<file path="src/common/ilk_params.svh">
`ifndef ILK_PARAMS_SVH
`define ILK_PARAMS_SVH

`define ILK_NUM_LANES 4 // lanes striped by the datapath
`define ILK_BEAT_WORDS 4 // user words per beat, most significant word first
`define ILK_FIFO_DEPTH 8 // entries in each lane fifo
`define ILK_MFRAME_LEN 64 // blocks per metaframe, the first one is the sync block

`define ILK_HDR_DATA 2'b01 // block header for a data payload
`define ILK_HDR_CTRL 2'b10 // block header for a control payload

`define ILK_CTRL_BURST 2'b11 // type code of a burst control word
`define ILK_CTRL_IDLE 2'b01 // type code of an idle control word

`define ILK_SYNC_PATTERN 64'h78f6_78f6_78f6_78f6 // sent in the clear
`define ILK_IDLE_PATTERN {`ILK_CTRL_IDLE, 62'h0} // idle type code, all other fields zero

// each lane starts its scrambler somewhere else so the lanes do not look alike
`define ILK_SCR_SEED(idx) (58'h1a5_c3e7_0b92_d64f + 58'(24'h9e3b71 * (idx)))

`endif
</file>
<file path="src/common/ilk_pkg.sv">
`default_nettype none

package ilk_pkg;

`include "ilk_params.svh"

	// one lane entry as it travels from the datapath into a lane fifo
	typedef struct packed
	{
		logic ctrl; // set for a control word, sets the block header
		logic [63:0] payload;
	} lane_word_t;

	// layout of a 64-bit control payload, type code in the top bits
	typedef struct packed
	{
		logic [1:0] code; // burst or idle
		logic sop; // packet starts after this word
		logic eop; // packet ended before this word
		logic [2:0] eop_bytes; // valid bytes in the last data word, 0 means all eight
		logic [7:0] chan; // channel of the burst
		logic [48:0] pad; // sent as zero
	} ctrl_word_t;

	// one user beat
	typedef struct packed
	{
		logic [0:`ILK_BEAT_WORDS-1][63:0] data; // data[0] is the most significant word
		logic [2:0] num_words; // valid words counted from data[0], 1 to 4
		logic [7:0] chan;
		logic sop;
		logic eop;
		logic [2:0] eop_bytes; // byte count of the last valid word
	} tx_beat_t;

endpackage

`default_nettype wire

</file>
<file path="src/rtl/ilk_tx_top.sv">
`timescale 1ns/1ps
`default_nettype none

`include "ilk_params.svh"

module ilk_tx_top
	import ilk_pkg::*;
(
	input wire clk,
	input wire rst_n,
	input wire tx_beat_t beat, // user beat, held until ack
	input wire valid,
	output logic ack,
	output logic [66*`ILK_NUM_LANES-1:0] tx_data // lane 0 in the top 66 bits
);

	lane_word_t [0:`ILK_NUM_LANES-1] row; // one word for each lane, row[0] is lane 0
	logic row_valid;
	logic [`ILK_NUM_LANES-1:0] lane_ack; // fifo space per lane

	ilk_tx_datapath u_datapath (
		.clk(clk),
		.rst_n(rst_n),
		.beat(beat),
		.valid(valid),
		.ack(ack),
		.row(row),
		.row_valid(row_valid),
		.lane_ack(lane_ack)
	);

	// lane i drives the i-th 66-bit field counted from the top
	genvar i;
	generate
		for (i = 0; i < `ILK_NUM_LANES; i = i + 1)
		begin : g_lane
			ilk_lane_tx #(
				.LANE_INDEX(i) // picks the scrambler seed
			) u_lane (
				.clk(clk),
				.rst_n(rst_n),
				.din(row[i]),
				.din_valid(row_valid),
				.din_ack(lane_ack[i]),
				.block(tx_data[66*(`ILK_NUM_LANES-i)-1 -: 66])
			);
		end
	endgenerate

endmodule

`default_nettype wire

</file>
<file path="src/tx_datapath/ilk_tx_datapath.sv">
`timescale 1ns/1ps
`default_nettype none

`include "ilk_params.svh"

module ilk_tx_datapath
	import ilk_pkg::*;
(
	input wire clk,
	input wire rst_n,
	input wire tx_beat_t beat,
	input wire valid,
	output logic ack, // from registered state only
	output lane_word_t [0:`ILK_NUM_LANES-1] row,
	output logic row_valid, // row is taken by every lane on this edge
	input wire [`ILK_NUM_LANES-1:0] lane_ack
);

	// which row of the head beat goes out next
	typedef enum logic [1:0]
	{
		PH_HEAD, // fresh head beat, sop decides the first row
		PH_SOP, // burst control row with sop
		PH_DATA, // the data words
		PH_EOP // burst control row with eop
	} phase_t;

	phase_t phase_q; // PH_SOP never lands here, it is always followed by data
	phase_t cur_phase;
	logic ready_q; // low through reset, so ack stays low there
	tx_beat_t head; // oldest beat in the input buffer
	logic in_full;
	logic in_empty;
	logic in_pop;
	logic all_ack;
	ctrl_word_t cw;

	ilk_lane_fifo #(
		.T(tx_beat_t),
		.DEPTH(2)
	) u_in_fifo (
		.clk(clk),
		.rst_n(rst_n),
		.wr_data(beat),
		.wr_en(valid & ack),
		.full(in_full),
		.rd_data(head),
		.rd_en(in_pop),
		.empty(in_empty)
	);

	always_ff @(posedge clk)
	begin
		if (!rst_n)
			ready_q <= 1'b0;
		else
			ready_q <= 1'b1;
	end

	assign ack = ready_q & ~in_full; // no dependence on valid
	assign all_ack = &lane_ack; // lanes must stay row aligned, so all or none
	assign row_valid = ~in_empty & all_ack;

	// a beat without sop skips straight to its data row
	assign cur_phase = (phase_q == PH_HEAD) ? (head.sop ? PH_SOP : PH_DATA) : phase_q;

	// the beat leaves the buffer with its last row
	assign in_pop = row_valid & ((cur_phase == PH_EOP) | (cur_phase == PH_DATA & ~head.eop));

	always_ff @(posedge clk)
	begin
		if (!rst_n)
			phase_q <= PH_HEAD;
		else if (row_valid)
		begin
			case (cur_phase)
				PH_SOP: phase_q <= PH_DATA;
				PH_DATA: phase_q <= head.eop ? PH_EOP : PH_HEAD;
				default: phase_q <= PH_HEAD; // eop row done, next beat
			endcase
		end
	end

	// control word for lane 0, the sop and eop marks are picked per phase
	always_comb
	begin
		cw = '0;
		cw.code = `ILK_CTRL_BURST;
		cw.chan = head.chan; // channel is repeated in the eop row as well
		cw.sop = (cur_phase == PH_SOP);
		cw.eop = (cur_phase == PH_EOP);
		cw.eop_bytes = (cur_phase == PH_EOP) ? head.eop_bytes : 3'd0;
	end

	always_comb
	begin
		for (int i = 0; i < `ILK_NUM_LANES; i++)
		begin
			row[i].ctrl = 1'b1; // idle control word unless replaced below
			row[i].payload = `ILK_IDLE_PATTERN;
			if (cur_phase == PH_DATA)
			begin
				if (i < int'(head.num_words)) // short beats leave the top lanes idle
				begin
					row[i].ctrl = 1'b0;
					row[i].payload = head.data[i];
				end
			end
			else if (i == 0)
				row[i].payload = cw; // burst control rides on lane 0 only
		end
	end

	// the lanes fill and drain in step, so their fifos run full together or not at all
	a_lanes_aligned: assert property (@(posedge clk) disable iff (!rst_n)
		(lane_ack == '0) || all_ack);

	// an empty beat would produce a data row with no data at all
	a_beat_not_empty: assert property (@(posedge clk) disable iff (!rst_n)
		(valid && ack) |-> (beat.num_words != 3'd0 && beat.num_words <= `ILK_BEAT_WORDS));

endmodule

`default_nettype wire

</file>
<file path="src/lane_tx/ilk_lane_tx.sv">
`timescale 1ns/1ps
`default_nettype none

`include "ilk_params.svh"

module ilk_lane_tx
	import ilk_pkg::*;
#(
	parameter int LANE_INDEX = 0
)
(
	input wire clk,
	input wire rst_n,
	input wire lane_word_t din,
	input wire din_valid,
	output logic din_ack, // room for one more word
	output logic [65:0] block // header in bits 65:64, payload below
);

	localparam int CNT_W = $clog2(`ILK_MFRAME_LEN);
	localparam logic [57:0] SEED = `ILK_SCR_SEED(LANE_INDEX);

	// self-synchronous scrambler, x^58 + x^39 + 1, msbit first
	// returns the next state on top of the scrambled word
	function automatic logic [121:0] scramble(input logic [57:0] st, input logic [63:0] d);
		logic [57:0] s;
		logic [63:0] o;
		s = st;
		for (int b = 63; b >= 0; b--)
		begin
			o[b] = d[b] ^ s[57] ^ s[38];
			s = {s[56:0], o[b]}; // the line bit feeds back, so the receiver can self sync
		end
		return {s, o};
	endfunction

	logic [CNT_W-1:0] blk_cnt_q; // position inside the metaframe
	logic [57:0] scr_q;
	lane_word_t head;
	lane_word_t sel; // word chosen for this block before scrambling
	logic fifo_full;
	logic fifo_empty;
	logic is_sync;
	logic pop;
	logic [121:0] scr_out;

	ilk_lane_fifo #(
		.T(lane_word_t),
		.DEPTH(`ILK_FIFO_DEPTH)
	) u_fifo (
		.clk(clk),
		.rst_n(rst_n),
		.wr_data(din),
		.wr_en(din_valid & ~fifo_full),
		.full(fifo_full),
		.rd_data(head),
		.rd_en(pop),
		.empty(fifo_empty)
	);

	assign din_ack = ~fifo_full;

	assign is_sync = (blk_cnt_q == '0);
	assign pop = ~is_sync & ~fifo_empty; // all lanes hold the same row count, so they pop together

	always_comb
	begin
		if (is_sync)
			sel = '{ctrl: 1'b1, payload: `ILK_SYNC_PATTERN};
		else if (!fifo_empty)
			sel = head;
		else
			sel = '{ctrl: 1'b1, payload: `ILK_IDLE_PATTERN}; // nothing queued, fill with idle
	end

	assign scr_out = scramble(scr_q, sel.payload);

	always_ff @(posedge clk)
	begin
		if (!rst_n)
		begin
			blk_cnt_q <= '0; // first block out of reset is sync on every lane
			scr_q <= SEED;
		end
		else
		begin
			blk_cnt_q <= (blk_cnt_q == CNT_W'(`ILK_MFRAME_LEN - 1)) ? '0 : blk_cnt_q + 1'b1;
			if (!is_sync)
				scr_q <= scr_out[121:64]; // sync blocks bypass the scrambler and leave it alone
		end
	end

	always_ff @(posedge clk)
	begin
		block[65:64] <= sel.ctrl ? `ILK_HDR_CTRL : `ILK_HDR_DATA;
		block[63:0] <= is_sync ? sel.payload : scr_out[63:0];
	end

	// the datapath only writes in a cycle where every lane acks
	a_no_write_full: assert property (@(posedge clk) disable iff (!rst_n)
		din_valid |-> !fifo_full);

endmodule

`default_nettype wire

</file>
<file path="src/lane_tx/ilk_lane_fifo.sv">
`timescale 1ns/1ps
`default_nettype none

module ilk_lane_fifo #(
	parameter type T = logic,
	parameter int DEPTH = 4
)
(
	input wire clk,
	input wire rst_n,
	input wire T wr_data,
	input wire wr_en,
	output logic full,
	output T rd_data, // head entry, valid while not empty
	input wire rd_en,
	output logic empty
);

	localparam int AW = (DEPTH > 1) ? $clog2(DEPTH) : 1;

	T mem [DEPTH]; // storage has no reset, only the pointers do
	logic [AW-1:0] wr_ptr_q;
	logic [AW-1:0] rd_ptr_q;
	logic [AW:0] count_q; // one extra bit so full and empty differ

	assign full = (count_q == (AW+1)'(DEPTH));
	assign empty = (count_q == '0);
	assign rd_data = mem[rd_ptr_q];

	always_ff @(posedge clk)
	begin
		if (wr_en)
			mem[wr_ptr_q] <= wr_data;
	end

	always_ff @(posedge clk)
	begin
		if (!rst_n)
		begin
			wr_ptr_q <= '0;
			rd_ptr_q <= '0;
			count_q <= '0;
		end
		else
		begin
			if (wr_en)
				wr_ptr_q <= (wr_ptr_q == AW'(DEPTH - 1)) ? '0 : wr_ptr_q + 1'b1; // depth need not be a power of two
			if (rd_en)
				rd_ptr_q <= (rd_ptr_q == AW'(DEPTH - 1)) ? '0 : rd_ptr_q + 1'b1;
			count_q <= count_q + (wr_en ? 1'b1 : 1'b0) - (rd_en ? 1'b1 : 1'b0);
		end
	end

	// callers are expected to look at empty and full first
	a_no_read_empty: assert property (@(posedge clk) disable iff (!rst_n) rd_en |-> !empty);
	a_no_write_full: assert property (@(posedge clk) disable iff (!rst_n) wr_en |-> !full);

endmodule

`default_nettype wire

</file>
<file path="config.mk">
export PLATFORM = sky130hd
export DESIGN_NAME = ilk_tx_top
export DESIGN_NICKNAME = d
export VERILOG_FILES = /design/src/common/ilk_pkg.sv /design/src/rtl/ilk_tx_top.sv /design/src/tx_datapath/ilk_tx_datapath.sv /design/src/lane_tx/ilk_lane_tx.sv /design/src/lane_tx/ilk_lane_fifo.sv
export VERILOG_INCLUDE_DIRS = /design/src /design/src/common
export SDC_FILE = /design/constraint.sdc
export NUM_CORES = 2
export LEC_CHECK = 0
export BUFFER_PORTS_ARGS = -buffer_cell sky130_fd_sc_hd__buf_2
export CAP_MARGIN = 30
export CELL_PAD_IN_SITES_DETAIL_PLACEMENT = 0
export CELL_PAD_IN_SITES_GLOBAL_PLACEMENT = 1
export CORE_MARGIN = 2
export CORE_UTILIZATION = 55
export CTS_BUF_LIST = sky130_fd_sc_hd__clkbuf_2 sky130_fd_sc_hd__clkbuf_4 sky130_fd_sc_hd__clkbuf_8
export CTS_CLUSTER_SIZE = 8
export DETAILED_ROUTE_END_ITERATION = 16
export GPL_TIMING_DRIVEN = 0
export PLACE_DENSITY = 0.82
export SYNTH_ARGS = -nofsm -noshare
export SYNTH_HDL_FRONTEND = slang
export SYNTH_SLANG_ARGS = --single-unit
</file>
<file path="constraint.sdc">
create_clock -name clk -period 16.7 [get_ports clk]
set_clock_uncertainty 0.15 [all_clocks]
set_input_delay 2.505 -clock clk [delete_from_list [all_inputs] [get_ports clk]]
set_output_delay 2.505 -clock clk [all_outputs]
set_load 0.01 [all_outputs]
</file>
; Word level (Yosys, flattened, before mapping)
; Memory sizes are Yosys's and may differ from the RTL's. A register that Yosys moved wholly into a read port is not among the register bits.
; Cells that the tools add are included.
[word_totals]
reg_bits = 567
ramBits = 2624
inputBits = 275
out_inout_bits = 265
wordCells = 710
n_memories = 5
[op_classes]
add_sub_neg = 24
magnitude_cmp = 4
n_eq_ne = 20
mux = 71
bitwise_logic = 542
reduce_logical = 15
[mem_list]
columns = name, depth, width, rd, rd_ports_with_merged_regs, write_ports, line
row1 = u_datapath.u_in_fifo.mem, 2, 272, 1, 1, 1, ilk_lane_fifo.sv:21  ; T mem [DEPTH];
row2 = g_lane[0].u_lane.u_fifo.mem, 8, 65, 1, 1, 1, ilk_lane_fifo.sv:21
row3 = g_lane[1].u_lane.u_fifo.mem, 8, 65, 1, 1, 1, ilk_lane_fifo.sv:21
row4 = g_lane[2].u_lane.u_fifo.mem, 8, 65, 1, 1, 1, ilk_lane_fifo.sv:21
row5 = g_lane[3].u_lane.u_fifo.mem, 8, 65, 1, 1, 1, ilk_lane_fifo.sv:21
[ops]
columns = cell, count
row1 = $mux W65, 15
row2 = $xor A1 B1 Y1, 512
row3 = $mux W64, 5
row4 = $mux W3, 17
row5 = $mux W1, 26
row6 = $add A3 B1 Y3 const B, 8
row7 = $add A6 B1 Y6 const B, 4
row8 = $eq A3 B3 Y1 const B, 8
row9 = $eq A6 B6 Y1 const B, 4
row10 = $logic_not A6 Y1, 4
row11 = $add A4 B1 Y4, 4
row12 = $eq A4 B4 Y1 const B, 4
row13 = $logic_not A4 Y1, 4
row14 = $not A1 Y1, 16
row15 = $sub A4 B1 Y4, 4
row16 = $mux W2, 7
row17 = $and A1 B1 Y1, 13
row18 = $reduce_or A2 Y1, 4
row19 = $eq A2 B2 Y1 const B, 3
row20 = $lt A1 B3 Y1 const A, 2
row21 = $lt A2 B3 Y1 const A, 2
row22 = $logic_not A2 Y1, 2
row23 = $pmux W2 S2, 1
row24 = $reduce_and A4 Y1, 1
row25 = other kinds (5), 6

; Longest topological paths before layout
[depth]
word_depth = 8
mapped_depth = 14
mapped_depth_nobuf = 12

; Modules after synthesis
; Synthesis repeated with hierarchy kept, for this count alone.
[hier_totals]
cells_unflattened = 6904
hier_area_um2 = 126042.1
[modules_own_cells]
columns = mod, n_inst, cells_per_inst, area_each_um2, seq_area_each_um2
row1 = ilk_lane_fifo at g_lane[1].u_lane.u_fifo ..., 3, 825, 20189.4, 15875.2
row2 = ilk_lane_fifo at g_lane[0].u_lane.u_fifo, 1, 825, 20188.1, 15875.2
row3 = ilk_lane_fifo at u_datapath.u_in_fifo, 1, 867, 20158.1, 16435.8
row4 = ilk_lane_tx at g_lane[0].u_lane, 1, 610, 5871.9, 2602.5
row5 = ilk_lane_tx at g_lane[3].u_lane, 1, 592, 5828.1, 2602.5
row6 = ilk_lane_tx at g_lane[2].u_lane, 1, 610, 5794.3, 2602.5
row7 = ilk_lane_tx at g_lane[1].u_lane, 1, 587, 5527.8, 2602.5
row8 = ilk_tx_datapath, 1, 338, 2105.8, 60.1

; Least setup slack after synthesis
; Ideal clock, no wire load.
[synth_timing]
path_type = in2reg
startpoint = input port valid
endpoint = memory u_datapath.u_in_fifo.mem[0][0] (netlist name) (enable)
setup_time_ns = 0.912
arrival_time_ns = 13.890
t_required_ns = 15.638
path_slack_ns = 1.748
path_stages = 2
path_buffers = 0
path_cell_list = nand2_1 nor2_1
[synth_between]
elab_chain_len = 3
[synth_rtl]
columns = item, line
row1 = from (decl), ilk_tx_top.sv:12  ; input wire valid,
row2 = $and A1 B1 Y1, ilk_tx_datapath.sv:45  ; .wr_en(valid & ack),
row3 = $mux W1, ilk_lane_fifo.sv:32  ; if (wr_en)
row4 = $mux W1 (not written as such), ilk_lane_fifo.sv:33  ; mem[wr_ptr_q] <= wr_data;
row5 = to (decl), ilk_lane_fifo.sv:21
; No other way between the ends.

; Worst setup path after layout
[layout_timing]
startpoint = register u_datapath.u_in_fifo.count_q[0]
endpoint = output port ack
[layout_between]
elab_chain_len = 3
[layout_rtl]
columns = item, line
row1 = from (decl), ilk_lane_fifo.sv:24  ; logic [AW:0] count_q;
row2 = from (signal assigned), ilk_lane_fifo.sv:50  ; count_q <= count_q + (wr_en ? 1'b1 : 1'b0) - (rd_en ? 1'b1 : 1'b0);
row3 = $eq A2 B2 Y1, ilk_lane_fifo.sv:26  ; assign full = (count_q == (AW+1)'(DEPTH));
row4 = $not A1 Y1, ilk_tx_datapath.sv:60  ; assign ack = ready_q & ~in_full;
row5 = $and A1 B1 Y1, ilk_tx_datapath.sv:60
row6 = to (decl), ilk_tx_top.sv:13  ; output logic ack,
; No other way between the ends.

==> results by group <==
Clock tree
  • Clk slew on worst S/H paths: 0.06 ns
  • H-tree Lvls: 6
  • CTS max path bufs: 4
  • Worst-Skew Late Latency: 1.13 ns
  • TritonCTS clock tree: built
  • Hold Buf Count CTS: 0
  • CTS buffer count: between 500 and 600
  • Resize count post-CTS: 0
  • Post-CTS Setup Inserts: 0
  • Clock Tree Root: clkbuf_8
  • CTS Sinks: 3204

Route
  • Pre-antenna DRT Iters: 6
  • Drt total wl: around 350000 um
  • Iter 0 DRT Violations: approximately 8000
  • ANT nets after route: 0
  • DRC Markers: 0
  • Via Count: 69590
  • Wire length per cell: ~30 um
  • Routed vias/inst: between 5 and 6

Place
  • Worst Setup Slack post-DPL: about 11 ns
  • Gpl congestion: roughly 0.93
  • Hpwl dp: 251300 um
  • Input/output buffers: ~540

Pwr
  • Peak supply drop: 0.1022 mV
  • Leakage: slightly below 0.05 uW
  • Seq pwr share: between 40 and 50%
  • Switching Power: about 8700 uW
  • Power per Cell Area: between 150 and 200 nW/um^2
  • Int Power: roughly 17000 uW
  • Combinational power share: approximately a third
  • Sw Share: around 34%
  • Power share of the clock group: 26.5%

Critical path
  • Crit-path leading delay family: buffers and inverters
  • Critical path cell sequence: inv_1 -> a21boi_0 -> buf_4 -> buf_2
  • Worst path max stage delay: 0.43 ns
  • CP required: roughly 14 ns
  • CP endpoint kind: output pin
  • Critical path type: reg2out
  • Worst EP arrival: roughly 2.3 ns
  • Crit-path max FO: 2
  • Startpoint Class: flop
  • Critical-path top delay cell: a21boi_0
  • Bufs and invs on worst path: 3

Floorplan
  • Die height: 476.7 um
  • Starting density of the core: 55.33%
  • Core Box Area: 222100 sq um
  • Die W: between 400 and 500 um
  • Num rows: 173
  • Top-Level Pins: 540
  • Overall die area: about 230000 sq um

GRT
  • Grt ovf: 0
  • Largest net degree at the start of global routing: 35
  • All-Layer GR Usage: about 30%
  • Initial antenna violation count: 40
  • Vias in the first global route: 69400
  • First-pass GRT wire length: 489400 um

Synth
  • Synth Register Bits: between 3000 and 4000
  • Ys Warns: 0
  • Synth Flop Type: edfxtp_1
  • Cell variety after synth: 86
  • Syn avg cell area: around 18 sq um
  • Share of the synthesized area in the top cell type: 64.12%
  • Leading area contributor after synthesis: edfxtp_1
  • Most area-consuming cells after synthesis: edfxtp_1, dfxtp_1, mux4_2, mux2i_1, xnor2_1
  • Most frequent cell after synthesis: edfxtp_1
  • Synth Net Count: roughly 7300
  • Area of the mapped netlist: 122900 sq um
  • EDFF count, synth: 2624
  • Post-synth ARST share: 0%
  • Synth Instances: 6993
  • Seq/Total Area, Yosys: between 70% and 80%
  • Commonest cells post-synth: edfxtp_1, nor2_1, mux2i_1

Timing
  • F_max: about 0.20 GHz
  • Slew @ Worst Pin: 1.057 ns
  • Post-route setup TNS: 0 ns
  • Slew Viols, Final: 0
  • Final period utilization: between 20% and 30%
  • Relative slew slack: a little under 30%
  • Count of final setup violators: 0
  • Min Tclk post-route: roughly 5.0 ns
  • RSZ-0062 raised after global routing: false
  • Slack of the critical path: 11.74 ns
  • Final Hold Viols: 0

Final layout
  • Filler instances: about 16000
  • Layout cell share with drive strength beyond 1: a little over a quarter
  • Final net count: around 9000
  • Area Overhead vs Synth: 16.92%

Job
  • Max Cap Viol: 0

Worst hold path
  • HP Class: reg2reg

Run status
  • Status: completed
==> cell usage in the layout, fill, tap and decap left out, types with 47 or more instances in the layout <==
cell type	Yosys	routed
dfxtp_1	580	580
mux4_2	357	357
buf_8	11	49
clkbuf_8	1	573
o21ai_0	161	161
a22oi_1	55	55
ha_1	47	47
buf_2	69	611
buf_4	30	162
xnor2_1	317	317
inv_1	62	62
clkbuf_4	1	224
buf_6	35	170
edfxtp_1	2624	2624
clkbuf_1	178	165
mux2i_1	600	600
nand3_1	62	62
clkinv_1	0	70
nor2_1	639	633
nand2_1	227	227
xor2_1	170	170
mux2_2	61	61
a21oi_1	145	145
==> final timing paths <==
kind                                                          from                                  to  slack (ns)  depth (start not counted)
worst max-delay path               u_datapath.u_in_fifo.count_q[0]                                 ack       11.74                          4
worst min-delay path                 g_lane[0].u_lane.blk_cnt_q[0]       g_lane[0].u_lane.blk_cnt_q[0]        0.31                          1
worst max register to register  g_lane[1].u_lane.u_fifo.count_q[2]  g_lane[1].u_lane.u_fifo.mem[5][37]       12.24                         13
worst min register to register       g_lane[0].u_lane.blk_cnt_q[0]       g_lane[0].u_lane.blk_cnt_q[0]        0.31                          1
==> per-layer routing <==
layer	share of wire (%)	vias up	global-route usage [%]
met3	9.0	579	6.192
met2	47	3695	46.87
li1	-	29710	-
met5	0.043	-	0.3782
met4	3.9	6	11.82
met1	40	35600	42.07
==> layout make-up <==
class                   count  area (sq um)  area share [%]
clock buffers             795          9547           6.645
multi-input cells        3368         30310           21.09
diodes                     18         45.04         0.03135
clock inverters           118         748.2          0.5208
plain buffers             358          2156           1.501
inverters                  63         239.0          0.1663
well taps                2975          3722           2.591
repair buffers            883          6496           4.522
flip-flops and latches   3204         90410           62.93
==> power by group through the flow <==
stage / clock network (uW) / registers [uW] / logic, uW
floorplan: 0 / 10800 / 4700
global placement: 0 / 10900 / 7750
detailed placement: 0 / 10700 / 8080
CTS: 6840 / 10500 / 8120
global route: 7190 / 10600 / 8620
finish: 6760 / 10500 / 8210
==> sequential cells by signal (all words and copies together), names as in the netlist, named ones only <==
| signal | cells |
|---|---|
| u_datapath.ready_q | 1 |
| g_lane.u_lane.scr_q | 232 |
| u_datapath.u_in_fifo.rd_ptr_q | 1 |
| g_lane.u_lane.u_fifo.wr_ptr_q | 12 |
| g_lane.u_lane.blk_cnt_q | 24 |
| u_datapath.phase_q | 2 |
| u_datapath.u_in_fifo.wr_ptr_q | 1 |
| u_datapath.u_in_fifo.count_q | 2 |
| g_lane.u_lane.block | 264 |
| u_datapath.u_in_fifo.mem | 544 |
| g_lane.u_lane.u_fifo.count_q | 16 |
| g_lane.u_lane.u_fifo.rd_ptr_q | 12 |
| g_lane.u_lane.u_fifo.mem | 2080 |
==> cells by family after synthesis <==
logic type                 count (synthesis)  share of synthesized area [%]
AOI/OAI and AO/OA                        619                          3.315
xor gates and xnor gates                 506                          3.824
adders and majority gates                 51                         0.5437
buffers and inverters                    421                          1.936
DFF                                     3204                          73.57
muxes                                   1055                          12.76
and+or+nand+nor                         1137                          4.051
==> stage by stage <==
stage / util (%) / area [sq um] / hold slack (ns) / cells / power [uW]
global placement: 58.22 / 129300 / 0.2858 / 10510 / 18630
CTS: 64.64 / 143600 / 0.3135 / 11760 / 25490
floorplan: - / 122900 / 0.2758 / 6993 / 15480
finish: 64.69 / 143700 / 0.3127 / 11780 / 25500
detailed placement: 60.01 / 133300 / 0.2997 / 10850 / 18760
global route: 64.68 / 143700 / 0.3339 / 11780 / 26420
Note: power is estimated with default switching activity, not from simulation.
